### config.mk
export PLATFORM = sky130hd
export DESIGN_NAME = cons_para_regs
export DESIGN_NICKNAME = d
export VERILOG_FILES = /design/src/cons_load_pkg.sv /design/src/cons_para_regs.sv
export SDC_FILE = /design/constraint.sdc
export NUM_CORES = 1
export LEC_CHECK = 0
export BUFFER_PORTS_ARGS = -buffer_cell sky130_fd_sc_hd__clkbuf_2
export CORE_MARGIN = 10
export CORE_UTILIZATION = 30
export DETAILED_ROUTE_END_ITERATION = 16
export PLACE_DENSITY = 0.58
export SYNTH_ARGS = -nofsm -noshare
export SYNTH_HDL_FRONTEND = slang
export SYNTH_SLANG_ARGS = --single-unit
### constraint.sdc
create_clock -name sys_clk -period 1.15 [get_ports sys_clk]
set_input_delay 0 -clock sys_clk [delete_from_list [all_inputs] [get_ports sys_clk]]
set_output_delay 0 -clock sys_clk [all_outputs]
set_load 0.03 [all_outputs]
### src/cons_load_pkg.sv
`default_nettype none

package cons_load_pkg;

	////////////////////////////////////////////////////////////
	// Flash read interface
	////////////////////////////////////////////////////////////

	// Read request, rden is a one-cycle strobe
	typedef struct packed {
		logic        rden;
		logic [23:0] length;
		logic [24:0] addr;
	} flash_req_t;

	// One byte of the read stream
	typedef struct packed {
		logic       valid;
		logic       last;
		logic [7:0] data;
	} flash_rsp_t;

	////////////////////////////////////////////////////////////
	// Constant RAM and parameters
	////////////////////////////////////////////////////////////

	typedef struct packed {
		logic        wren;
		logic [15:0] addr;
		logic [7:0]  data;
	} ram_wr_t;

	// Word 0 holds the first four bytes, little-endian
	typedef struct packed {
		logic [31:0] word5;
		logic [31:0] word4;
		logic [31:0] word3;
		logic [31:0] word2;
		logic [31:0] word1;
		logic [31:0] word0;
	} cons_para_t;

	localparam int          para_len        = 24;
	localparam logic [24:0] para_flash_addr = 25'h000_0400;

	// Register value after data plus its own CRC, before inversion
	localparam logic [31:0] crc_residue     = 32'hDEBB_20E3;

endpackage

`default_nettype wire

### src/cons_para_regs.sv
`timescale 1ns/1ps
`default_nettype none

module cons_para_regs (
	input  wire                         sys_clk,
	input  wire                         glbl_rst_n,
	input  wire                         para_commit,
	input  cons_load_pkg::cons_para_t   para_data,
	input  wire                         cons_crc_capture,
	input  wire                         para_crc_capture,
	input  wire [31:0]                  crc_value,
	output cons_load_pkg::cons_para_t   cons_para,
	output logic                        para_valid,
	output logic [63:0]                 block_crc
);

	////////////////////////////////////////////////////////////
	// Committed parameter set
	////////////////////////////////////////////////////////////

	// Held across failed loads
	always_ff @(posedge sys_clk)
	begin
		if (!glbl_rst_n)
		begin
			cons_para  <= '0;
			para_valid <= 1'b0;
		end
		else if (para_commit)
		begin
			cons_para  <= para_data;
			para_valid <= 1'b1;
		end
	end

	////////////////////////////////////////////////////////////
	// Block CRC status
	////////////////////////////////////////////////////////////

	// Parameter CRC upper, constant CRC lower
	always_ff @(posedge sys_clk)
	begin
		if (!glbl_rst_n)
			block_crc <= '0;
		else
		begin
			if (cons_crc_capture)
				block_crc[31:0] <= crc_value;
			if (para_crc_capture)
				block_crc[63:32] <= crc_value;
		end
	end

endmodule

`default_nettype wire

# Word-level counts from Yosys, hierarchy flattened
# Index checks and enable logic that the tools add are counted.
# W data, S select, Z words.
[word_totals]
regBits = 257
in_bits = 229

# Longest topological paths before layout
[logic_depth]
word_depth = 0
depth_mapped = 5

# Worst setup path before layout
# OpenSTA, ideal clock, no wires.
[synth_timing]
path_kind = "input port to flip-flop"
startpoint = "in para_commit"
endpoint = "reg cons_para[100] (netlist name)"
arrival_ps = 657
cell_stages = 5
setup_time_ps = 116
n_path_buf = 3
path_slack_ps = 377
path_cell_list = "buf_4 > buf_12 > buf_12 > mux2i_1 > nor2b_1"
[synth_rtl]
columns = ["item", "line", "rtl"]
rows = [
  ["start, declared", "cons_para_regs.sv:7", "input wire para_commit,"],
  ["end signal, assigned", "cons_para_regs.sv:31", "cons_para <= para_data;"],
  ["end, declared", "cons_para_regs.sv:12", "output cons_load_pkg::cons_para_t cons_para,"],
]

==> results_dict.tcl <==
set metrics [dict create \
    status "finished, violations left" \
    violations "negative hold slack" \
    grt_overflow 0 \
    clk_latency_ns 0.54 \
    dp_hpwl_um 24200 \
    slowest_stage "dlygate4sd3_1" \
    cellLeakagePower_nw 7.87 \
    critPathMaxStageDelay_ns 0.56 \
    fin_nets 1774 \
    filler_cell_count 2951 \
    cts_buffer_depth 3 \
    cts_htree_levels 1 \
    worst_slew_pin_slew_ns 0.593 \
    vias_per_cell 4.23 \
    wire_per_inst_um 17.8 \
    dr_wl_met2_um 17300 \
    rr_worst_depth 3 \
    cp.depth 3 \
    ys_seq_elements 257 \
    critical_path_required_ns 1.59 \
    start_util_pct 30.4 \
    postRouteWirelength_um 35700 \
    route.detailed.drc 0 \
    synth_cell_types 9 \
    start_kind "register" \
    finalCritPeriodShare_pct 98.1 \
    min_period_ns 1.13 \
    crit_family "buffers and inverters" \
    finalHoldViolCount 7 \
    path_clk_slew_ns 0.06 \
    grt_antenna_before_repair 0 \
    netlist_area_mm2 0.00988 \
    synthTopCellsByArea "dfxtp_1 52%, mux2i_1 26%, nor2b_1 16%" \
    max-cap-violations 0 \
    critPathMaxFanout 2 \
    yosys.area.top_type "dfxtp_1" \
    grt_pass1_vias 9307 \
    die_x_um 201 \
    die-area_mm2 0.0406 \
    synth_fp_nets 1057 \
    cp_cell_sequence "mux2i_1 > dlygate4sd3_1 > nor2b_1" \
    r2r-end "cons_para[132]$_SDFFE_PN0P_" \
    r2r_setup_slack_ns 0.02 \
    final_cell_mix "367 x clkbuf_2, 256 x mux2i_1, 256 x nor2b_1" \
    cts_made_buffers 29 \
    hold_ws_ns -0.0765 \
    vias 8502 \
    ant_nets 0 \
    postCtsSetupBuffers 0 \
    end_kind "register" \
    yosys.area.top_type_share_pct 52.1 \
    place_congestion 0.776 \
    syn_avg_cell_area_um2 11.9 \
    cts_tree "yes" \
    clock.fmax_mhz 886 \
    diodes 0 \
    crit_start "cons_para[132]$_SDFFE_PN0P_" \
    firstDrtPassIters 4 \
    hold_path.class "in2reg" \
    drive_gt1_share_pct 36.9 \
    coreArea_mm2 0.0325 \
    syn-instance-count 828 \
    area.growth.synth_to_final_pct 63.5 \
    cp-endpoint "cons_para[132]$_SDFFE_PN0P_" \
    p_per_area_mw_per_mm2 1410 \
    final.setup.tns_ns 0 \
    grt_pass1_wl_um 55400 \
    fp.dieH_um 201 \
    port_buffers 485 \
    grt_util_all_layers_pct 16.6 \
    final_common_cell "clkbuf_2" \
    timing.rr.start "cons_para[132]$_SDFFE_PN0P_" \
    placementRows 66 \
    wl_met3_um 3130 \
    arrival_ns 1.56 \
    setup_viol 0 \
    drt_iter0_markers 238 \
    synth_warnings 0 \
    vdd_drop_max_mv 1.07 \
    wl_met1_um 14500 \
    ios 486 \
    total_power_w 0.0228 \
    ctsRootBufferMaster "clkbuf_16" \
    critical_path_class "reg2reg" \
    yosysSeqAreaShare_pct 52.1 \
    max_slew_margin_pct 60.5 \
    cts_sinks 257 \
    highest_layer "met4" \
    grt_max_degree 120 \
    slew_viol_final 0 \
    worst-path-buf-inv 1 \
    finClkSkew_ns 0 \
]
sequential cells by signal (all words and copies together), names as in the netlist:
register    count
block_crc      64
cons_para     192
para_valid      1
worst min-delay path, delay by kind of cell:
kind                   cells  cell delay, ns
and+or+nand+nor            1            0.10
buffers and inverters      2            0.24
muxes                      1            0.08
synthesized netlist by cell type:
cell type    n
mux2i_1    256
buf_2        6
dfxtp_1    257
buf_4        9
o21a_1       1
nor2b_1    256
clkbuf_1    24
buf_12      18
buf_8        1
final cells by class:
cell class	instances	area (um2)	area share [%]
clock buffer	43	848	5.25
tap	442	553	3.42
multi-input combinational	513	4170	25.8
sequential	257	5180	32.1
timing repair buffer	744	5340	33.1
clock inverter	9	61.3	0.379
how the worst min path moves through the flow:
stage,slack [ns],depth (start not counted),from,endpoint
global placement,0.25,3,para_data[6],cons_para[6]$_SDFFE_PN0P_
CTS,-0.008,4,para_crc_capture,block_crc[51]$_SDFFE_PN0P_
detailed placement,0.26,3,para_data[132],cons_para[132]$_SDFFE_PN0P_
finish,-0.08,4,para_commit,cons_para[38]$_SDFFE_PN0P_
global route,0.008,4,para_commit,cons_para[153]$_SDFFE_PN0P_
floorplan,0.17,2,para_data[189],cons_para[189]$_SDFFE_PN0P_
routing by layer:
layer  up-vias  GRT usage [%]
met5         -              0
met4         0           4.24
li1       4174              -
met3        54           5.90
met2       348           28.6
met1      3926           19.3
per-stage QoR:
stage | setup slack, ns | hold slack (ns) | instances | util, % | area (um2)
final | 0.0215 | -0.0765 | 2008 | 49.7 | 16200
after global placement | 0.200 | 0.254 | 1716 | 38.8 | 12600
after detailed placement | 0.186 | 0.264 | 1716 | 38.8 | 12600
after floorplan | 0.377 | 0.169 | 828 | - | 9880
after CTS | 0.000571 | -0.00808 | 2040 | 50.3 | 16400
after global routing | -0.0166 | 0.00777 | 2008 | 49.7 | 16200
where the power goes:
group | internal (W) | total (W) | switching [W]
logic | 0.00198 | 0.00435 | 0.00237
clock network | 0.00508 | 0.00874 | 0.00366
registers | 0.00946 | 0.00975 | 0.000288
total | 0.0165 | 0.0228 | 0.00631
logic make-up (layout without fill, tap and decap cells):
logic type / after synthesis / after routing / share of synthesized area [%]
AO/OA/AOI/OAI: 1 / 1 / 0.0760
buffers and inverters: 58 / 796 / 5.70
AND/OR/NAND/NOR: 256 / 256 / 16.2
flip-flops: 257 / 257 / 52.1
multiplexers: 256 / 256 / 25.9
repair_timing:
item / CTS / global route
hold buffers: 272 / 6
setup endpoints to repair: 26 / 166
hold endpoints to repair: 257 / 19
gates resized for setup: 35 / 171
No activity file was read; power rests on OpenSTA's default activity.
