==> config.mk <==
export PLATFORM = sky130hd
export DESIGN_NAME = cons_crc32
export DESIGN_NICKNAME = d
export VERILOG_FILES = /design/src/cons_load_pkg.sv /design/src/cons_crc32.sv
export SDC_FILE = /design/constraint.sdc
export NUM_CORES = 1
export LEC_CHECK = 0
export BUFFER_PORTS_ARGS = -buffer_cell sky130_fd_sc_hd__buf_2
export CAP_MARGIN = 30
export CORE_UTILIZATION = 52
export CTS_CLUSTER_SIZE = 30
export DETAILED_ROUTE_END_ITERATION = 7
export MAX_ROUTING_LAYER = met4
export PLACE_DENSITY = 0.82
export SLEW_MARGIN = 20
export SYNTH_ARGS = -nofsm -noshare
export SYNTH_HDL_FRONTEND = slang
export SYNTH_SLANG_ARGS = --single-unit
export TNS_END_PERCENT = 1
==> constraint.sdc <==
create_clock -name sys_clk -period 1.45 [get_ports sys_clk]
set_input_delay 0.29 -clock sys_clk [delete_from_list [all_inputs] [get_ports sys_clk]]
set_output_delay 0.29 -clock sys_clk [all_outputs]
set_load 0.005 [all_outputs]
==> src/cons_load_pkg.sv <==
`default_nettype none

package cons_load_pkg;

	////////////////////////////////////////////////////////////
	// Flash read interface
	////////////////////////////////////////////////////////////

	// Read request, rden is a one-cycle strobe
	typedef struct packed {
		logic        rden;
		logic [23:0] length;
		logic [24:0] addr;
	} flash_req_t;

	// One byte of the read stream
	typedef struct packed {
		logic       valid;
		logic       last;
		logic [7:0] data;
	} flash_rsp_t;

	////////////////////////////////////////////////////////////
	// Constant RAM and parameters
	////////////////////////////////////////////////////////////

	typedef struct packed {
		logic        wren;
		logic [15:0] addr;
		logic [7:0]  data;
	} ram_wr_t;

	// Word 0 holds the first four bytes, little-endian
	typedef struct packed {
		logic [31:0] word5;
		logic [31:0] word4;
		logic [31:0] word3;
		logic [31:0] word2;
		logic [31:0] word1;
		logic [31:0] word0;
	} cons_para_t;

	localparam int          para_len        = 24;
	localparam logic [24:0] para_flash_addr = 25'h000_0400;

	// Register value after data plus its own CRC, before inversion
	localparam logic [31:0] crc_residue     = 32'hDEBB_20E3;

endpackage

`default_nettype wire

==> src/cons_crc32.sv <==
`timescale 1ns/1ps
`default_nettype none

module cons_crc32 (
	input  wire                         sys_clk,
	input  wire                         glbl_rst_n,
	input  wire                         crc_init,
	input  cons_load_pkg::flash_rsp_t   flash_rsp,
	input  wire                         crc_last_d,
	output logic                        crc_check_ok,
	output logic [31:0]                 crc_value
);

	logic [31:0] crc_reg;
	logic [31:0] tail_sr;

	// Reflected CRC-32, one byte, LSB first
	function automatic logic [31:0] crc32_byte(input logic [31:0] crc, input logic [7:0] data);
		logic [31:0] c;
		c = crc ^ {24'd0, data};
		for (int i = 0; i < 8; i++)
		begin
			if (c[0])
				c = (c >> 1) ^ 32'hEDB8_8320;
			else
				c = c >> 1;
		end
		return c;
	endfunction

	always_ff @(posedge sys_clk)
	begin
		if (!glbl_rst_n)
			crc_reg <= '1;
		else if (crc_init)
			crc_reg <= '1;
		else if (flash_rsp.valid)
			crc_reg <= crc32_byte(crc_reg, flash_rsp.data);
	end

	// Last four bytes seen, the stored CRC once the block ends
	always_ff @(posedge sys_clk)
	begin
		if (flash_rsp.valid)
			tail_sr <= {flash_rsp.data, tail_sr[31:8]};
	end

	always_ff @(posedge sys_clk)
	begin
		if (!glbl_rst_n)
			crc_check_ok <= 1'b0;
		else if (crc_init)
			crc_check_ok <= 1'b0;
		else if (crc_last_d)
			crc_check_ok <= (crc_reg == cons_load_pkg::crc_residue);
	end

	always_ff @(posedge sys_clk)
	begin
		if (crc_last_d)
			crc_value <= tail_sr;
	end

endmodule

`default_nettype wire

Word-level counts from Yosys, hierarchy flattened
Index checks and enable logic that the tools add are counted.
{"block": "word_totals", "word_cells": 45, "in_bits": 14, "out_inout_bits": 33, "regBits": 97}
{"block": "classes", "eq_ne": 1, "reduce_logical": 1, "n_bitwise": 10, "mux": 29}
{"operator": "$mux W32", "n": 29}
{"operator": "$not A13 Y14", "n": 8}
{"operator": "$eq A32 B32 Y1 const B", "n": 1}
{"operator": "$xor A32 B8 Y32", "n": 1}
{"operator": "$reduce_or A2 Y1", "n": 1}
{"operator": "$not A1 Y1", "n": 1}

Longest topological paths before layout
{"block": "depth", "depth_word": 38, "depth_mapped": 5, "depth_no_buf": 4}

Worst setup path before layout
OpenSTA, ideal clock, no wires.
{"block": "synth_path", "path_type": "flip-flop to flip-flop", "from": "reg crc_reg[1]", "to": "reg crc_reg[27]", "setup_ps": 70, "period_less_slack_ps": 1616, "path_buffers": 0, "path_stages_with_launch": 5, "required_ps": 1380, "setup_slack_ps": -166, "t_arrival_ps": 1547, "cell_sequence": "dfxtp_1 > xnor2_4 > xor2_1 > xnor3_1 > a21oi_1"}
{"block": "synth_via", "elab_chain_len": 30}
{"element": "from (decl)", "line_no": "cons_crc32.sv:14", "text": "logic [31:0] crc_reg;"}
{"element": "from (signal assigned)", "line_no": "cons_crc32.sv:38", "text": "crc_reg <= crc32_byte(crc_reg, flash_rsp.data);"}
{"element": "$xor A32 B8 Y32", "line_no": "cons_crc32.sv:20", "text": "c = crc ^ {24'd0, data};"}
{"element": "$mux W32", "line_no": "cons_crc32.sv:23", "text": "if (c[0])"}
{"element": "$mux W32", "line_no": "cons_crc32.sv:37", "text": "else if (flash_rsp.valid)"}
{"element": "$mux W32", "line_no": "cons_crc32.sv:35", "text": "else if (crc_init)"}
{"element": "$mux W32", "line_no": "cons_crc32.sv:33", "text": "if (!glbl_rst_n)"}
{"element": "$mux W32", "line_no": "cons_crc32.sv:23"}
{"element": "$mux W32", "line_no": "cons_crc32.sv:37"}
{"element": "$mux W32", "line_no": "cons_crc32.sv:35"}
{"element": "(+14 left out)"}
{"element": "$mux W32", "line_no": "cons_crc32.sv:37"}
{"element": "$mux W32", "line_no": "cons_crc32.sv:35"}
{"element": "$mux W32", "line_no": "cons_crc32.sv:33"}
{"element": "$mux W32", "line_no": "cons_crc32.sv:23"}
{"element": "$mux W32", "line_no": "cons_crc32.sv:37"}
{"element": "$mux W32", "line_no": "cons_crc32.sv:35"}
{"element": "$mux W32", "line_no": "cons_crc32.sv:33"}
{"element": "$mux W32", "line_no": "cons_crc32.sv:23"}
Every way passes these cells. The select of a mux whose other input is x is not followed.
A chain may end at the register's enable or synchronous reset.

Worst setup path after layout
{"block": "layout_path", "from": "reg crc_reg[7]", "to": "reg crc_reg[30]"}
{"block": "layout_via", "elab_chain_len": 31}
{"element": "$xor A32 B8 Y32 (*)", "line_no": "cons_crc32.sv:20"}
{"element": "$mux W32 (*)", "line_no": "cons_crc32.sv:23"}
{"element": "$mux W32 (*)", "line_no": "cons_crc32.sv:37"}
{"element": "$mux W32 (*)", "line_no": "cons_crc32.sv:35"}
{"element": "$mux W32 (*)", "line_no": "cons_crc32.sv:33"}
{"element": "$not A13 Y14 (no line)"}
{"element": "$mux W32 (*)", "line_no": "cons_crc32.sv:23"}
{"element": "$mux W32 (*)", "line_no": "cons_crc32.sv:37"}
{"element": "(+15 left out)"}
{"element": "$mux W32 (*)", "line_no": "cons_crc32.sv:37"}
{"element": "$mux W32 (*)", "line_no": "cons_crc32.sv:35"}
{"element": "$mux W32 (*)", "line_no": "cons_crc32.sv:33"}
{"element": "$mux W32 (*)", "line_no": "cons_crc32.sv:23"}
{"element": "$mux W32 (*)", "line_no": "cons_crc32.sv:37"}
{"element": "$mux W32 (*)", "line_no": "cons_crc32.sv:35"}
{"element": "$mux W32 (*)", "line_no": "cons_crc32.sv:33"}
{"element": "$mux W32 (*)", "line_no": "cons_crc32.sv:23"}
Mark *: on every way between the ends. The rest lies on a longest branch, timed or not. The select of a mux whose other input is x is not followed.

==> summary.txt <==
Worst hold path
  – Hold endpoint: tail_sr[31]$_DFFE_PP_
  – Hold WC Path Type: in -> reg
  – Hold_sp: flash_rsp[7]
  – Worst Hold Path Cells: 1

Route
  – Drt total wl: 8910 um
  – TritonRoute pass-1 iters: 6
  – Vias per inst: 5.34
  – WL/cell: 19.3 um
  – DRT antenna net count: 0
  – DR WL met2: 4620 um
  – Vias: 2464
  – Detailed-route DRC error count: 0
  – Max Used Layer: met4
  – Metal1 wirelength: 3640 um
  – Met3 wire length: 413 um
  – Initial DRC Count: 211

Setup path
  – Worst reg-to-reg setup slack: -0.1 ns
  – R2r endpoint: crc_reg[30]$_SDFFE_PP1P_
  – Worst Setup End Kind: flip-flop
  – Worst flop-to-flop path startpoint: crc_reg[7]$_SDFFE_PP1P_
  – Reg2reg path depth: 7
  – CP required: 1.73 ns
  – Worst-path maximum fanout: 6
  – Worst setup SP type: flip-flop
  – Setup Crit Path Kind: reg -> reg
  – Data arrival, critical path: 1.83 ns

Pwr
  – Logic gate share of total power: 27.8%
  – Psw: 1.90 mW
  – Reg power frac: 47.8%
  – Leak pwr: 2.17 nW
  – Maximum VDD drop: 0.668 mV
  – Internal power: 4.99 mW
  – Pwr per Cell Area: 1290 nW/um^2
  – Sw frac: 27.6%
  – Clock Power Share: 24.4%

Place
  – Port Buffers: 45
  – Dpl ws: -0.285 ns
  – Placed cells: 437
  – Placed cell areas: 4850 sq um
  – DP Wirelength: 5660 um
  – Gpl congestion: 0.852

Floorplan
  – Full die area: 8190 sq um
  – Core Region: 7410 sq um
  – Io pins: 47
  – Die height: 90.5 um
  – Site row count: 31
  – Die width: 90.5 um
  – Starting Density: 55.0%

STA
  – Normalized max-slew margin: 74.7%
  – Crit share post-route: 107%
  – Final critical-path required period: 1.55 ns
  – Final number of setup-violating endpoints: 25
  – Worst-Margin Slew: 0.376 ns
  – Final hold vios: 0
  – Fmax: 645 MHz
  – Fin. max-slew vios: 0
  – Clk_skew: 0.0122 ns
  – RSZ-0062 raised after global routing: true
  – Setup tns final: -1.21 ns
  – Final setup margin: -0.0994 ns
  – Hold WS: 0.179 ns

Clock tree
  – Hold_buf cts: 0
  – Number of CTS-inserted buffers: 9
  – CTS Sinks: 97
  – CTS tree: done
  – Clock buffer depth: 2
  – Root buffer cell: clkbuf_8
  – H-tree depth: 3
  – Clk pin slew, worst setup/hold paths: 0.10 ns
  – Clock latency on the worst-skew pair: 0.37 ns

Synthesis
  – List of most frequent post-synthesis cells: 64 x edfxtp_1, 33 x dfxtp_1, 25 x xnor2_1
  – Area contributors post-synth: edfxtp_1 47%, dfxtp_1 16%, xnor3_1 11%
  – Synth unique cells: 26
  – Syn nets: 273
  – Register area share after synthesis: 63.4%
  – Mapped Cells: 259
  – Top-area cell type share of the netlist area: 47.2%
  – EDFF count, synth: 64
  – Yosys top cell by area: edfxtp_1
  – Main synth FF type: edfxtp_1
  – Ys Warns: 0
  – Count leader, synth: edfxtp_1
  – Avg Cell Area, Syn: 15.7 sq um
  – Post-synthesis async set-or-reset flop share: 0%
  – Post-Syn Area: 4070 sq um
  – Yosys reg bits: 97

Finish
  – Nets: 371
  – Layout Cells excl Fill: 461
  – Diode count: 0
  – Design area: 5320 sq um
  – Area grow syn2layout: 30.6%
  – Layout cells sized above 1: 40.6%

Outcome
  – Failing checks: negative setup slack
  – Status: finished, violations left

Global routing
  – All-Layer GR Usage: 23.8%
  – Largest net degree at the start of global routing: 47
  – Vias in the first global route: 2497
  – Global route overflow: 0
  – Initial antenna violation count: 0
  – First-pass GRT wire length: 13800 um

Job
  – Max-Cap Viols: 0
[how the worst max path moves through the flow]
stage | slack, ns | cells past startpoint | from | end
2_1_floorplan | -0.1 | 4 | crc_reg[1]$_SDFFE_PP1P_ | crc_reg[24]$_SDFFE_PP1P_
3_3_place_gp | -0.22 | 5 | flash_rsp[0] | crc_reg[26]$_SDFFE_PP1P_
3_5_place_dp | -0.29 | 5 | flash_rsp[0] | crc_reg[29]$_SDFFE_PP1P_
4_1_cts | -0.09 | 4 | crc_reg[6]$_SDFFE_PP1P_ | crc_check_ok$_SDFFE_PP0P_
5_1_grt | -0.14 | 7 | crc_reg[7]$_SDFFE_PP1P_ | crc_reg[30]$_SDFFE_PP1P_
6_report | -0.1 | 7 | crc_reg[7]$_SDFFE_PP1P_ | crc_reg[30]$_SDFFE_PP1P_
[logic make-up (layout without fill, tap and decap cells)]
group | after synthesis | in the layout | share of synthesized area, %
flip-flops | 97 | 97 | 63.4
buffers and inverters | 10 | 113 | 0.921
AO/OA/AOI/OAI | 41 | 41 | 5.96
AND/OR/NAND/NOR | 46 | 46 | 5.74
XOR/XNOR | 65 | 65 | 24.0
[placed cells by master, fill, tap and decap left out, drive strengths merged]
| cell type | count |
|---|---|
| xnor2 | 37 |
| dfxtp | 33 |
| clkinv | 1 |
| edfxtp | 64 |
| nand4 | 1 |
| xnor3 | 19 |
| o21ai | 13 |
| nor3 | 5 |
| xor2 | 8 |
| nor2b | 3 |
| clkbuf | 9 |
| a21oi | 14 |
| nor4 | 3 |
| a211o | 2 |
| nand2b | 2 |
| xor3 | 1 |
| buf | 96 |
| nand4b | 3 |
| clkinvlp | 2 |
| nor2 | 12 |
| or4bb | 2 |
| nand2 | 14 |
| inv | 5 |
| and3 | 1 |
| o211ai | 12 |
[per-stage QoR]
stage               total power [mW]  utilization [%]
floorplan                       4.39                -
global placement                4.94             65.5
detailed placement              5.01             65.5
CTS                             6.79             70.7
global route                    7.16             71.8
finish                          6.89             71.8
[critical path, stage by stage, from the launching register on]
cell and delay (ns):
dfxtp_2 0.36, xnor2_4 0.15, buf_12 0.15, xnor2_4 0.13
buf_4 0.15, buf_4 0.15, xnor2_2 0.14, o211ai_1 0.22
[final cells by class]
type	count	area, sq um
Clock buffer	9	124
Clock inverter	7	62.6
Fill cell	435	2090
Inverter	1	3.75
Multi-Input combinational cell	152	1660
Sequential cell	97	2600
Tap cell	99	124
Timing Repair Buffer	96	744
[routing by layer]
layer	vias up	track usage [%]
met3	21	3.87
met1	1212	29.7
li1	1140	-
met4	0	10.5
met2	91	38.7
met5	-	-
[repair_timing]
| action | in CTS | in global routing |
|---|---|---|
| pin swaps | 8 | 7 |
| buffers inserted | 6 | 2 |
| gates resized for setup | 21 | 14 |
| endpoints found under the setup margin | 28 | 27 |
[power by group through the flow]
stage	Clock, mW	Combinational [mW]	Sequential, mW
floorplan	0	1.08	3.31
global placement	0	1.61	3.33
detailed placement	0	1.66	3.35
CTS	1.69	1.82	3.29
global route	1.81	2.03	3.31
finish	1.68	1.91	3.29
Power figures use the tool's default switching activity.
