<file path="src/cons_load_pkg.sv">
`default_nettype none

package cons_load_pkg;

	////////////////////////////////////////////////////////////
	// Flash read interface
	////////////////////////////////////////////////////////////

	// Read request, rden is a one-cycle strobe
	typedef struct packed {
		logic        rden;
		logic [23:0] length;
		logic [24:0] addr;
	} flash_req_t;

	// One byte of the read stream
	typedef struct packed {
		logic       valid;
		logic       last;
		logic [7:0] data;
	} flash_rsp_t;

	////////////////////////////////////////////////////////////
	// Constant RAM and parameters
	////////////////////////////////////////////////////////////

	typedef struct packed {
		logic        wren;
		logic [15:0] addr;
		logic [7:0]  data;
	} ram_wr_t;

	// Word 0 holds the first four bytes, little-endian
	typedef struct packed {
		logic [31:0] word5;
		logic [31:0] word4;
		logic [31:0] word3;
		logic [31:0] word2;
		logic [31:0] word1;
		logic [31:0] word0;
	} cons_para_t;

	localparam int          para_len        = 24;
	localparam logic [24:0] para_flash_addr = 25'h000_0400;

	// Register value after data plus its own CRC, before inversion
	localparam logic [31:0] crc_residue     = 32'hDEBB_20E3;

endpackage

`default_nettype wire

</file>
<file path="src/cons_loader.sv">
`timescale 1ns/1ps
`default_nettype none

module cons_loader #(
	parameter int          cons_len = 900,
	parameter int          ram_aw   = 16,
	parameter logic [31:0] board_id = 32'h1111_1111,
	parameter logic [31:0] code_id  = 32'h2222_2222,
	parameter logic [15:0] id_base  = 16'h0300
) (
	input  wire                         sys_clk,
	input  wire                         glbl_rst_n,
	input  wire                         load_start,
	input  cons_load_pkg::flash_rsp_t   flash_rsp,
	input  wire                         crc_check_ok,
	input  wire [31:0]                  crc_value,
	output cons_load_pkg::flash_req_t   flash_req,
	output cons_load_pkg::ram_wr_t      ram_wr,
	output logic                        crc_init,
	output logic                        crc_last_d,
	output logic                        para_commit,
	output cons_load_pkg::cons_para_t   para_data,
	output logic                        cons_crc_capture,
	output logic                        para_crc_capture,
	output logic                        load_done,
	output logic                        load_error
);

	localparam logic [3:0] ST_IDLE = 4'd0;
	localparam logic [3:0] ST_CONS = 4'd1;
	localparam logic [3:0] ST_PARA = 4'd2;
	localparam logic [3:0] ST_ID0  = 4'd3;
	localparam logic [3:0] ST_ID7  = 4'd10;

	logic [3:0]        state;
	logic [ram_aw-1:0] byte_cnt;
	logic [191:0]      para_sr;
	logic              last_d;
	logic              last_dd;
	logic              start_acc;
	logic              in_blk;
	logic              in_id;
	logic              blk_pass;
	logic              cons_pass;
	logic              para_pass;
	logic [2:0]        id_idx;
	logic [63:0]       id_bytes;

	assign id_bytes  = {code_id, board_id};
	assign id_idx    = 3'(state - ST_ID0);
	assign in_id     = (state >= ST_ID0) && (state <= ST_ID7);
	assign in_blk    = (state == ST_CONS) || (state == ST_PARA);
	assign start_acc = (state == ST_IDLE) && load_start;

	// Erased flash reads all ones, never a valid stored CRC
	assign blk_pass  = last_dd && crc_check_ok && (crc_value != '1);
	assign cons_pass = (state == ST_CONS) && blk_pass;
	assign para_pass = (state == ST_PARA) && blk_pass;

	assign crc_init         = start_acc || cons_pass;
	assign crc_last_d       = last_d;
	assign cons_crc_capture = cons_pass;
	assign para_crc_capture = para_pass;
	assign para_commit      = para_pass;
	assign para_data        = para_sr;
	assign load_error       = in_blk && last_dd && !blk_pass;
	assign load_done        = (state == ST_ID7);

	////////////////////////////////////////////////////////////
	// Sequencer
	////////////////////////////////////////////////////////////

	always_ff @(posedge sys_clk)
	begin
		if (!glbl_rst_n)
		begin
			state    <= ST_IDLE;
			byte_cnt <= '0;
		end
		else
		begin
			case (state)
				ST_IDLE:
				begin
					byte_cnt <= '0;
					if (load_start)
						state <= ST_CONS;
				end
				ST_CONS:
				begin
					if (last_dd)
					begin
						byte_cnt <= '0;
						state    <= blk_pass ? ST_PARA : ST_IDLE;
					end
					else if (flash_rsp.valid)
						byte_cnt <= byte_cnt + 1'b1;
				end
				ST_PARA:
				begin
					if (last_dd)
						state <= blk_pass ? ST_ID0 : ST_IDLE;
					else if (flash_rsp.valid && (byte_cnt < cons_load_pkg::para_len))
						byte_cnt <= byte_cnt + 1'b1;
				end
				ST_ID7:
					state <= ST_IDLE;
				default:
				begin
					if (in_id)
						state <= state + 4'd1;
					else
						state <= ST_IDLE;
				end
			endcase
		end
	end

	// Parameter bytes shift in from the top, first byte ends at bit 0
	always_ff @(posedge sys_clk)
	begin
		if ((state == ST_PARA) && flash_rsp.valid && !last_dd
			&& (byte_cnt < cons_load_pkg::para_len))
			para_sr <= {flash_rsp.data, para_sr[191:8]};
	end

	// Last delayed twice, the check result is ready on the second
	always_ff @(posedge sys_clk)
	begin
		if (!glbl_rst_n)
		begin
			last_d  <= 1'b0;
			last_dd <= 1'b0;
		end
		else
		begin
			last_d  <= flash_rsp.valid && flash_rsp.last && (state != ST_IDLE);
			last_dd <= last_d;
		end
	end

	////////////////////////////////////////////////////////////
	// Flash requests and RAM writes
	////////////////////////////////////////////////////////////

	always_ff @(posedge sys_clk)
	begin
		if (!glbl_rst_n)
			flash_req <= '0;
		else if (start_acc)
		begin
			flash_req.rden   <= 1'b1;
			flash_req.length <= 24'(cons_len);
			flash_req.addr   <= '0;
		end
		else if (cons_pass)
		begin
			flash_req.rden   <= 1'b1;
			flash_req.length <= 24'(cons_load_pkg::para_len + 4);
			flash_req.addr   <= cons_load_pkg::para_flash_addr;
		end
		else
			flash_req.rden <= 1'b0;
	end

	always_comb
	begin
		ram_wr = '0;
		if (state == ST_CONS)
		begin
			ram_wr.wren = flash_rsp.valid;
			ram_wr.addr = 16'(byte_cnt);
			ram_wr.data = flash_rsp.data;
		end
		else if (in_id)
		begin
			// Board ID then code ID, low byte first
			ram_wr.wren = 1'b1;
			ram_wr.addr = id_base + {13'd0, id_idx};
			ram_wr.data = id_bytes[id_idx*8 +: 8];
		end
	end

endmodule

`default_nettype wire

</file>
<file path="config.mk">
export PLATFORM = sky130hd
export DESIGN_NAME = cons_loader
export DESIGN_NICKNAME = d
export VERILOG_FILES = /design/src/cons_load_pkg.sv /design/src/cons_loader.sv
export SDC_FILE = /design/constraint.sdc
export NUM_CORES = 1
export LEC_CHECK = 0
export BUFFER_PORTS_ARGS = -buffer_cell sky130_fd_sc_hd__buf_4
export CAP_MARGIN = 0
export CORE_UTILIZATION = 35
export DETAILED_ROUTE_END_ITERATION = 8
export HOLD_SLACK_MARGIN = 0.08
export PLACE_DENSITY = 0.7
export SKIP_LAST_GASP = 1
export SYNTH_ARGS = -nofsm -noshare
export SYNTH_HDL_FRONTEND = slang
export SYNTH_SLANG_ARGS = --single-unit
</file>
<file path="constraint.sdc">
create_clock -name sys_clk -period 15.5 [get_ports sys_clk]
set_input_delay 1.55 -clock sys_clk [delete_from_list [all_inputs] [get_ports sys_clk]]
set_output_delay 1.55 -clock sys_clk [all_outputs]
set_load 0.02 [all_outputs]
</file>
* Word-level counts from Yosys, hierarchy flattened
Cells that the tools add are included.
** Word-level totals
- Bits in registers :: 221
- Bits of input ports :: 46
- Output and inout bits :: 274
- Logic and storage cells :: 70
** Cells by class
- $add $sub $neg :: 4
- Order comparisons :: 3
- Equality and inequality tests :: 10
- Shift-type cells :: 1
- Mux-type cells :: 17
- Bitwise logic cells :: 1
- Reduce and logical (&&, ||, !) cells :: 25
** Operator list (number)
- $mux 16 :: 4
- $shiftx 64x7->8 const A :: 1
- $mux 25 :: 2
- $mux 50 :: 1
- $pmux 16 s3 :: 1
- $mux 35 :: 1
- $ne 32x32->1 const B :: 1
- $add 16x1->16 const B :: 1
- $lt 16x5->1 const B :: 1
- $mux 4 :: 4
- $pmux 4 s4 :: 1
- $logic_and 1x1->1 :: 14
- $add 10x3->11 const A :: 1
- $ne 2x2->1 const B :: 4
- $add 4x1->4 const B :: 1
- $eq 4x1->1 const B :: 1
- $eq 4x2->1 const B :: 1
- $eq 4x4->1 const B :: 1
- $ge 4x2->1 const B :: 1
- $le 4x4->1 const B :: 1
- $logic_not 4->1 :: 1
- $mux 2 :: 2
- $reduce_and 4->1 :: 1
- $reduce_bool 4->1 :: 1
- other kinds (11) :: 13

* Logic depth before layout (Yosys ltp)
Gate-level depths: netlist of the first run.
- Word-level depth :: 5
- Depth in mapped cells :: 8
- Depth with buffers taken out :: 6

* Worst setup path before layout of the first run
Ideal clock, no wire load.
- Kind :: input-to-reg
- Start :: input flash_rsp[9] in the netlist's numbering
- End :: register para_sr[0], in the netlist para_data[0], enable pin
- Data arrival time :: 9903 ps
- Data required time :: 14752 ps
- Slack :: 4849 ps
- Stages on the path :: 3
- Path buffers :: 0
- Cells stage by stage :: nor3b_1 > nand4_1 > nor2_1
** On the way
- Cells in the longest elaborated chain, start to end :: 3
** RTL lines
- start, declared :: RTL line cons_loader.sv:14 : input cons_load_pkg::flash_rsp_t flash_rsp,
- $logic_and 1x1->1 (2 in a row) :: RTL line cons_loader.sv:122 : if ((state == ST_PARA) && flash_rsp.valid && !last_dd
- $logic_and 1x1->1 :: RTL line cons_loader.sv:123 : && (byte_cnt < cons_load_pkg::para_len))
- end signal, assigned :: RTL line cons_loader.sv:124 : para_sr <= {flash_rsp.data, para_sr[191:8]};
- end, declared :: RTL line cons_loader.sv:37 : logic [191:0] para_sr;
Every way passes these cells.
A chain may end at the register's enable or synchronous reset.

* Worst setup path in the final report of the first run
- Start :: input crc_value[20]
- End :: output para_crc_capture
** On the way
- Cells in the longest elaborated chain, start to end :: 3
** RTL lines
- start, declared :: RTL line cons_loader.sv:16 : input wire [31:0] crc_value,
- $ne 32x32->1 :: RTL line cons_loader.sv:56 : assign blk_pass = last_dd && crc_check_ok && (crc_value != '1);
- $logic_and 1x1->1 :: RTL line cons_loader.sv:56
- $logic_and 1x1->1 :: RTL line cons_loader.sv:58 : assign para_pass = (state == ST_PARA) && blk_pass;
- end, declared :: RTL line cons_loader.sv:24 : output logic para_crc_capture,
Every way passes these cells.

==> impl_summary.log, run 1 <==
[metrics] status: finished, violations left
[metrics] violations in the final reports: design-rule violations
[metrics] Synth Register Bits: 218
[metrics] setup skew after layout: 0.0129 ns
[metrics] placeable core area: 22,000 um2
[metrics] cells along the critical path: buf_4 > nand4_1 > or4_4 > o2111ai_1 > inv_1 > buf_4
[metrics] clock buffer count from CTS: 23
[metrics] slowest cell on the critical path: sky130_fd_sc_hd__or4_4
[metrics] number of enable flip-flop cells after synthesis: 192
[metrics] switching fraction of total power: 29.3%
[metrics] I/O Pins: 320
[metrics] number of standard cells after synthesis: 465
[metrics] most congested layer reported by global routing: met2
[metrics] width of the die: 152 um
[metrics] global-route met2 utilization: 24.0%
[metrics] Max Cap Violations: 0
[metrics] total power after layout: 1640 uW
[metrics] startpoint types: primary input
[metrics] total grt overflow: 0
[metrics] Internal: 1160 uW
[metrics] final max-slew violation count: 0
[metrics] Max rail drop VDD: 0.0000745 V
[metrics] data required time at the worst endpoint: 13.95 ns
[metrics] Worst path most repeated cell: sky130_fd_sc_hd__buf_4
[metrics] clock tree buffer depth: 3
[metrics] antenna diode count: 0
[metrics] hold violation count in the final report: 0
[metrics] Iteration-0 DRC Markers: 263
[metrics] synth warn: 0
[metrics] number of antenna violations at the first check in global routing: 0
[metrics] CTS tree: yes
[metrics] detailed-placement wirelength estimate: 12,200 um
[metrics] Site Rows: 54
[metrics] path class of the lowest-slack min-delay path: reg2reg
[metrics] endpoint type of the worst setup path: primary output
[metrics] Final setup viols: 0
[metrics] Final #Nets: 805
[metrics] die area: 23,100 um2
[metrics] critical path fanouts, max: 4
[metrics] remaining max-slew budget at the tightest pin: 27.0%
[metrics] number of buffers added for setup after CTS: 0
[metrics] standby leakage power: 0.00428 uW
[metrics] starting density of the core: 35.9%
[metrics] number of levels the H-tree was split into: 1
[metrics] sequential cell fraction of total power: 47.2%
[metrics] RSZ-0062 raised after global routing: false
[metrics] setup total negative slack: 0 ns
[metrics] category of cells accounting for the largest share of critical-path delay: simple AND/OR/NAND/NOR gates
[metrics] Critical Path Max Stage Delay: 0.56 ns
[metrics] P_sw: 480 uW
[metrics] Area growth, synth to finish: 36.8%
[metrics] global-route wire length before repair: 26,500 um
[metrics] largest area contributor in the netlist: sky130_fd_sc_hd__edfxtp_1
[metrics] leading register cell type out of synthesis: sky130_fd_sc_hd__edfxtp_1
[metrics] post-detailed-route count of antenna-violating nets: 0
[metrics] Clk network pwr share: 30.7%
[metrics] share of async-settable or async-resettable flops after synthesis: 0%
[metrics] Root Buffer: sky130_fd_sc_hd__clkbuf_16
[metrics] WP buf/inv: 3
[metrics] sequential area share after synthesis: 79.8%
[metrics] via count of the routed design: 4,941
[metrics] Avg Synthesized Cell Area: 16.9 um2
[metrics] pin count of the biggest net entering global routing: 87
[metrics] count of cell types in the netlist: 48
[metrics] vertical die dimension: 152 um
[metrics] Mapped Area: 7880 um2
[metrics] GRT Util Overall: 14.4%
[metrics] number of global-route vias before repair: 4,904
[metrics] drt via density: 4.71
[metrics] # DRC: 55
[metrics] Clock Pin Slew Worst Setup and Hold Paths: 0.06 ns
[metrics] port bufs: 277
[metrics] final weighted congestion of routability-driven global placement: 0.845
[metrics] fmax: 228 MHz
[metrics] number of clock sinks seen by CTS: 218
[metrics] met3 demand-to-capacity share in global routing: 5.11%
[metrics] average wire per standard cell: 16.5 um
[metrics] Period Utilization, post-route: 28.3%
[metrics] layout cells sized above 1: 41.2%
[metrics] CTS resizes: 0
[metrics] worst setup path class: in2out
[metrics] worst-skew pair later-pin latency: 0.49 ns
[metrics] leading post-synthesis cells by instance count: sky130_fd_sc_hd__edfxtp_1 (192), sky130_fd_sc_hd__buf_4 (48), sky130_fd_sc_hd__dfxtp_1 (26)
[metrics] part of the total power dissipated in combinational logic: 22.1%
[metrics] CTS Hold Bufs: 0
[metrics] Power Dens Cells: 152 nW/um2
[metrics] arrival time of the worst setup path: 2.84 ns
[metrics] Synth area leaders: sky130_fd_sc_hd__edfxtp_1 (73%), sky130_fd_sc_hd__dfxtp_1 (6.6%), sky130_fd_sc_hd__buf_4 (4.6%)
[metrics] most common cell in the netlist: sky130_fd_sc_hd__edfxtp_1
[metrics] final wirelength: 17,300 um
[metrics] global-route met1 utilization: 17.4%
[metrics] final critical-path required period: 4.39 ns
[metrics] fraction of synthesized cell area taken by the top area cell type: 73.2%
[metrics] actual transition at the worst max-transition pin: 1.10 ns
[metrics] 1st-pass router iterations: 7
-- worst paths after layout --
kind                           startpoint                      end  slack [ns]  cells past startpoint
setup / recovery            crc_value[20]         para_crc_capture       11.11                      6
hold / removal    para_data[57]$_DFFE_PP_  para_data[49]$_DFFE_PP_        0.44                      0
setup reg to reg    state[2]$_SDFFE_PN0P_   para_data[8]$_DFFE_PP_       12.14                      5
hold reg to reg   para_data[57]$_DFFE_PP_  para_data[49]$_DFFE_PP_        0.44                      0
-- placed cells by master (no fill, tap or decap), types with 11 or more instances in the layout --
master,synthesis,routed
sky130_fd_sc_hd__clkbuf_16,0,23
sky130_fd_sc_hd__o21ai_0,12,12
sky130_fd_sc_hd__nand3_1,11,11
sky130_fd_sc_hd__nor2_1,12,11
sky130_fd_sc_hd__nand2_1,15,15
sky130_fd_sc_hd__conb_1,1,42
sky130_fd_sc_hd__nand4_1,14,14
sky130_fd_sc_hd__and3_1,17,17
sky130_fd_sc_hd__edfxtp_1,192,192
sky130_fd_sc_hd__dfxtp_1,26,26
sky130_fd_sc_hd__a21oi_1,13,13
sky130_fd_sc_hd__buf_4,48,280
-- power groups by stage --
stage          Sequential [uW]  Combinational [uW]  Clock [uW]
2_1_floorplan              871                 146           0
3_3_place_gp               782                 361           0
3_5_place_dp               786                 363           0
4_1_cts                    775                 363         520
5_1_grt                    782                 385         539
6_report                   773                 362         503
-- cells by family after synthesis --
kind of cell	after synthesis	share of synthesized area [%]
other	1	0.0476
buffers and inverters	67	5.56
multiplexers	6	0.762
XOR/XNOR	2	0.222
adder cells (fa/ha/maj)	5	0.794
flip-flops	218	79.8
AO/OA/AOI/OAI	58	4.80
AND/OR/NAND/NOR	108	8.02
-- flip-flops by register name, indices dropped and copies added (netlist names) --
register    flops
state           4
para_data     192
crc_last_d      1
last_dd         1
byte_cnt       16
flash_req       4
-- layer usage --
| layer | part of all wire (%) | routed length [um] |
|---|---|---|
| met5 | 0 | 0 |
| met4 | 2.9 | 494 |
| met3 | 11 | 1900 |
| met2 | 47 | 8140 |
| met1 | 39 | 6780 |
-- final cells by class --
cell class	count	area, um2
inverter	10	37.5
clock buffer	33	623
fill	1877	11200
tap	280	350
clock inverter	8	61.3
sequential	218	6290
timing repair buffer	280	2100
multi-input combinational	221	1320
-- metrics by stage --
step / worst slack (ns) / std cells / area (um2) / hold WS [ns] / util (%)
after global routing: 11.00 / 1050 / 10800 / 0.461 / 49.1
after floorplan: 4.85 / 506 / 8030 / 0.460 / -
after global placement: 11.16 / 1009 / 10100 / 0.430 / 46.0
final: 11.11 / 1050 / 10800 / 0.445 / 49.1
after detailed placement: 11.12 / 1009 / 10100 / 0.433 / 46.0
after CTS: 11.11 / 1050 / 10800 / 0.449 / 49.1
No activity file was read; power rests on OpenSTA's default activity.
==> run 2, diff against run 1 <==
--- a/config.mk
+++ b/config.mk
@@ -10,7 +10,7 @@
 export CORE_UTILIZATION = 35
 export DETAILED_ROUTE_END_ITERATION = 8
 export HOLD_SLACK_MARGIN = 0.08
-export PLACE_DENSITY = 0.7
+export PLACE_DENSITY = 0.72
 export SKIP_LAST_GASP = 1
 export SYNTH_ARGS = -nofsm -noshare
 export SYNTH_HDL_FRONTEND = slang
==> constraint.sdc (replaced) <==
create_clock -name sys_clk -period 3.7 [get_ports sys_clk]
set_input_delay 0.37 -clock sys_clk [delete_from_list [all_inputs] [get_ports sys_clk]]
set_output_delay 0.37 -clock sys_clk [all_outputs]
set_load 0.02 [all_outputs]
==> run 2 against run 1 <==
  * Final area up 2.1%
  * Sequential cell count unchanged
  * Register-to-register slack worse by 11 ns
  * Largest cell class unchanged
  * Routed wire length up 5.5%
  * Combinational power rose to 4.3 times the previous value
  * Via count up 1.3%
  * Largest power group unchanged
  * First-iteration DRC count up 21%
  * Hold slack worse by 0.33 ns
  * Global-route usage up 0.73 points
  * Critical endpoint is now ram_wr[10]
  * The flow still finishes with violations (design-rule violations)
==> impl_summary.log, run 2 (synthesis results as in run 1) <==
[metrics] status: finished, violations left
[metrics] violations in the final reports: design-rule violations
[metrics] number of levels the H-tree was split into: 1 (unchanged)
[metrics] width of the die: 152 um (unchanged)
[metrics] Period Utilization, post-route: 79.8%
[metrics] hold violation count in the final report: 0 (unchanged)
[metrics] path class of the lowest-slack min-delay path: in2reg
[metrics] post-detailed-route count of antenna-violating nets: 0 (unchanged)
[metrics] Power Dens Cells: 640 nW/um2 (+320%)
[metrics] Final #Nets: 816 (+1.4%)
[metrics] clock buffer count from CTS: 23 (unchanged)
[metrics] final weighted congestion of routability-driven global placement: 0.843 (-0.33%)
[metrics] CTS tree: yes
[metrics] # DRC: 50 (-9.1%)
[metrics] leading cell type in the layout, fill and taps excluded: sky130_fd_sc_hd__buf_4
[metrics] final wirelength: 18,300 um (+5.5%)
[metrics] setup total negative slack: 0 ns (unchanged)
[metrics] Finished Layout Cells: 1,062 (+1.1%)
[metrics] Hold Crit Start: flash_rsp[8]
[metrics] critical path fanouts, max: 21 (+17)
[metrics] most frequent cells in the layout: sky130_fd_sc_hd__buf_4 (281), sky130_fd_sc_hd__edfxtp_1 (192), sky130_fd_sc_hd__conb_1 (42), sky130_fd_sc_hd__dfxtp_1 (24), sky130_fd_sc_hd__clkbuf_16 (23)
[metrics] starting density of the core: 35.9% (unchanged)
[metrics] number of global-route vias before repair: 4,836 (-1.4%)
[metrics] final critical-path required period: 2.95 ns
[metrics] port bufs: 277 (unchanged)
[metrics] Iteration-0 DRC Markers: 317 (+21%)
[metrics] R2R Path Start: state[1]$_SDFFE_PN0P_
[metrics] RSZ-0062 raised after global routing: false
[metrics] Area growth, synth to finish: 39.7%
[metrics] Reg2Reg Setup Slack: 1.17 ns (-10.97 ns)
[metrics] post-place setup slack: 1.22 ns (-9.90 ns)
[metrics] remaining max-slew budget at the tightest pin: 49.1% (+22 points)
[metrics] number of buffers added for setup after CTS: 0 (unchanged)
[metrics] Root Buffer: sky130_fd_sc_hd__clkbuf_16
[metrics] number of cell instances on the worst register-to-register path: 6 (+1)
[metrics] worst-skew pair later-pin latency: 0.50 ns (about the same)
[metrics] Site Rows: 54 (unchanged)
[metrics] Clock Pin Slew Worst Setup and Hold Paths: 0.06 ns (about the same)
[metrics] detailed-placement wirelength estimate: 13,000 um (+6.4%)
[metrics] final cell utilization of the core: 50.1% (+1.0 points)
[metrics] startpoint types: flip-flop
[metrics] 1st-pass router iterations: 6 (-1)
[metrics] endpoint of the worst register-to-register path: byte_cnt[15]$_SDFFE_PN0P_
[metrics] setup skew after layout: 0.00570 ns (-0.00724 ns)
[metrics] I/O Pins: 320 (unchanged)
[metrics] fmax: 339 MHz
[metrics] standby leakage power: 0.00437 uW (+2.3%)
[metrics] vertical die dimension: 152 um (unchanged)
[metrics] number of antenna violations at the first check in global routing: 0 (unchanged)
[metrics] pin count of the biggest net entering global routing: 77 (-11%)
[metrics] number of clock sinks seen by CTS: 218 (unchanged)
[metrics] total grt overflow: 0 (unchanged)
[metrics] antenna diode count: 0 (unchanged)
[metrics] GRT Util Overall: 15.1% (+0.73 points)
[metrics] Final setup viols: 0 (unchanged)
[metrics] arrival time of the worst setup path: 2.58 ns (-0.26 ns)
[metrics] placed cell count: 1,012 (+0.30%)
[metrics] layout cells sized above 1: 42.3% (+1.2 points)
[metrics] endpoint type of the worst setup path: primary output
[metrics] Hold Path Cell Cnt: 3 (+3)
[metrics] worst setup path class: reg2out
[metrics] die area: 23,100 um2 (unchanged)
[metrics] via count of the routed design: 5,006 (+1.3%)
[metrics] actual transition at the worst max-transition pin: 0.758 ns (-0.337 ns)
[metrics] final max-slew violation count: 0 (unchanged)
[metrics] data required time at the worst endpoint: 3.33 ns (-10.62 ns)
[metrics] worst setup margin: 0.746 ns (-10.37 ns)
[metrics] Max Cap Violations: 0 (unchanged)
[metrics] clock tree buffer depth: 3 (unchanged)
[metrics] global-route wire length before repair: 27,400 um (+3.1%)
[metrics] placeable core area: 22,000 um2 (unchanged)
[metrics] Max rail drop VDD: 0.000316 V (+320%)
[metrics] flip-flop count of the largest register after layout: 192 (unchanged)
[metrics] drt via density: 4.71 (+0.17%)
[metrics] Hold EP: crc_last_d$_SDFF_PN0_
[metrics] average wire per standard cell: 17.2 um (+4.3%)
## run 2: cell types whose count changed in the layout (fill, tap and decap cells not counted), sizes merged
cell,before,now
clkbuf,33,29
clkinv,7,8
clkinvlp,0,1
bufinv,1,3
buf,280,283
dlygate4sd3,0,8
inv,10,11
## run 2: how the worst max path moves through the flow
stage,slack [ns],from,to
after floorplan,-0.45,state[0]$_SDFFE_PN0P_,para_data[0]$_DFFE_PP_
after global placement,1.31,state[1]$_SDFFE_PN0P_,byte_cnt[15]$_SDFFE_PN0P_
after detailed placement,1.22,state[1]$_SDFFE_PN0P_,byte_cnt[15]$_SDFFE_PN0P_
after CTS,0.74,state[1]$_SDFFE_PN0P_,ram_wr[1]
after global routing,0.53,state[1]$_SDFFE_PN0P_,ram_wr[10]
final,0.75,state[1]$_SDFFE_PN0P_,ram_wr[10]
## run 2: layout make-up
| class | instances | area (um2) |
|---|---|---|
| clock buffers | 29 | 608 |
| inverters | 10 | 37.5 |
| fillers | 1832 | 11000 |
| repair buffers | 291 | 2230 |
| well taps | 280 | 350 |
| clock inverters | 13 | 141 |
| multi-input cells | 221 | 1350 |
| flip-flops and latches | 218 | 6290 |
## run 2: report_power, final
group          internal (uW)  switching [uW]
Sequential              3080             163
Clock                   1370             899
Combinational            567             971
Total                   5020            2030
## run 2: per-stage QoR
stage / area, um2 / power, uW / hold WS [ns]
floorplan: 8080 / 4200 / 0.460
global placement: 10200 / 4810 / 0.432
detailed placement: 10200 / 4830 / 0.435
CTS: 11000 / 7140 / 0.0975
global route: 11000 / 7340 / 0.111
finish: 11000 / 7050 / 0.116
## run 2: repair_timing
action | 4_1_cts | 5_1_grt
hold endpoints to repair | 8 | 0
hold buffers | 8 | 0
resized for setup | 0 | 0
## run 2: metal layers
metal / vias up / wire [um] / GRT usage (%)
met4: 0 / 829 / 7.63
met1: 2378 / 6670 / 17.0
met3: 40 / 1930 / 4.88
li1: 2284 / - / -
met5: - / 0 / 0
met2: 304 / 8830 / 25.8
## run 2: worst max-delay path, stage by stage (launching register included)
cell and delay [ns]:
sky130_fd_sc_hd__dfxtp_2 0.35, sky130_fd_sc_hd__inv_1 0.10, sky130_fd_sc_hd__ha_1 0.61, sky130_fd_sc_hd__nand2_1 0.41, sky130_fd_sc_hd__and3_1 0.30, sky130_fd_sc_hd__a21o_1 0.16
sky130_fd_sc_hd__buf_4 0.15
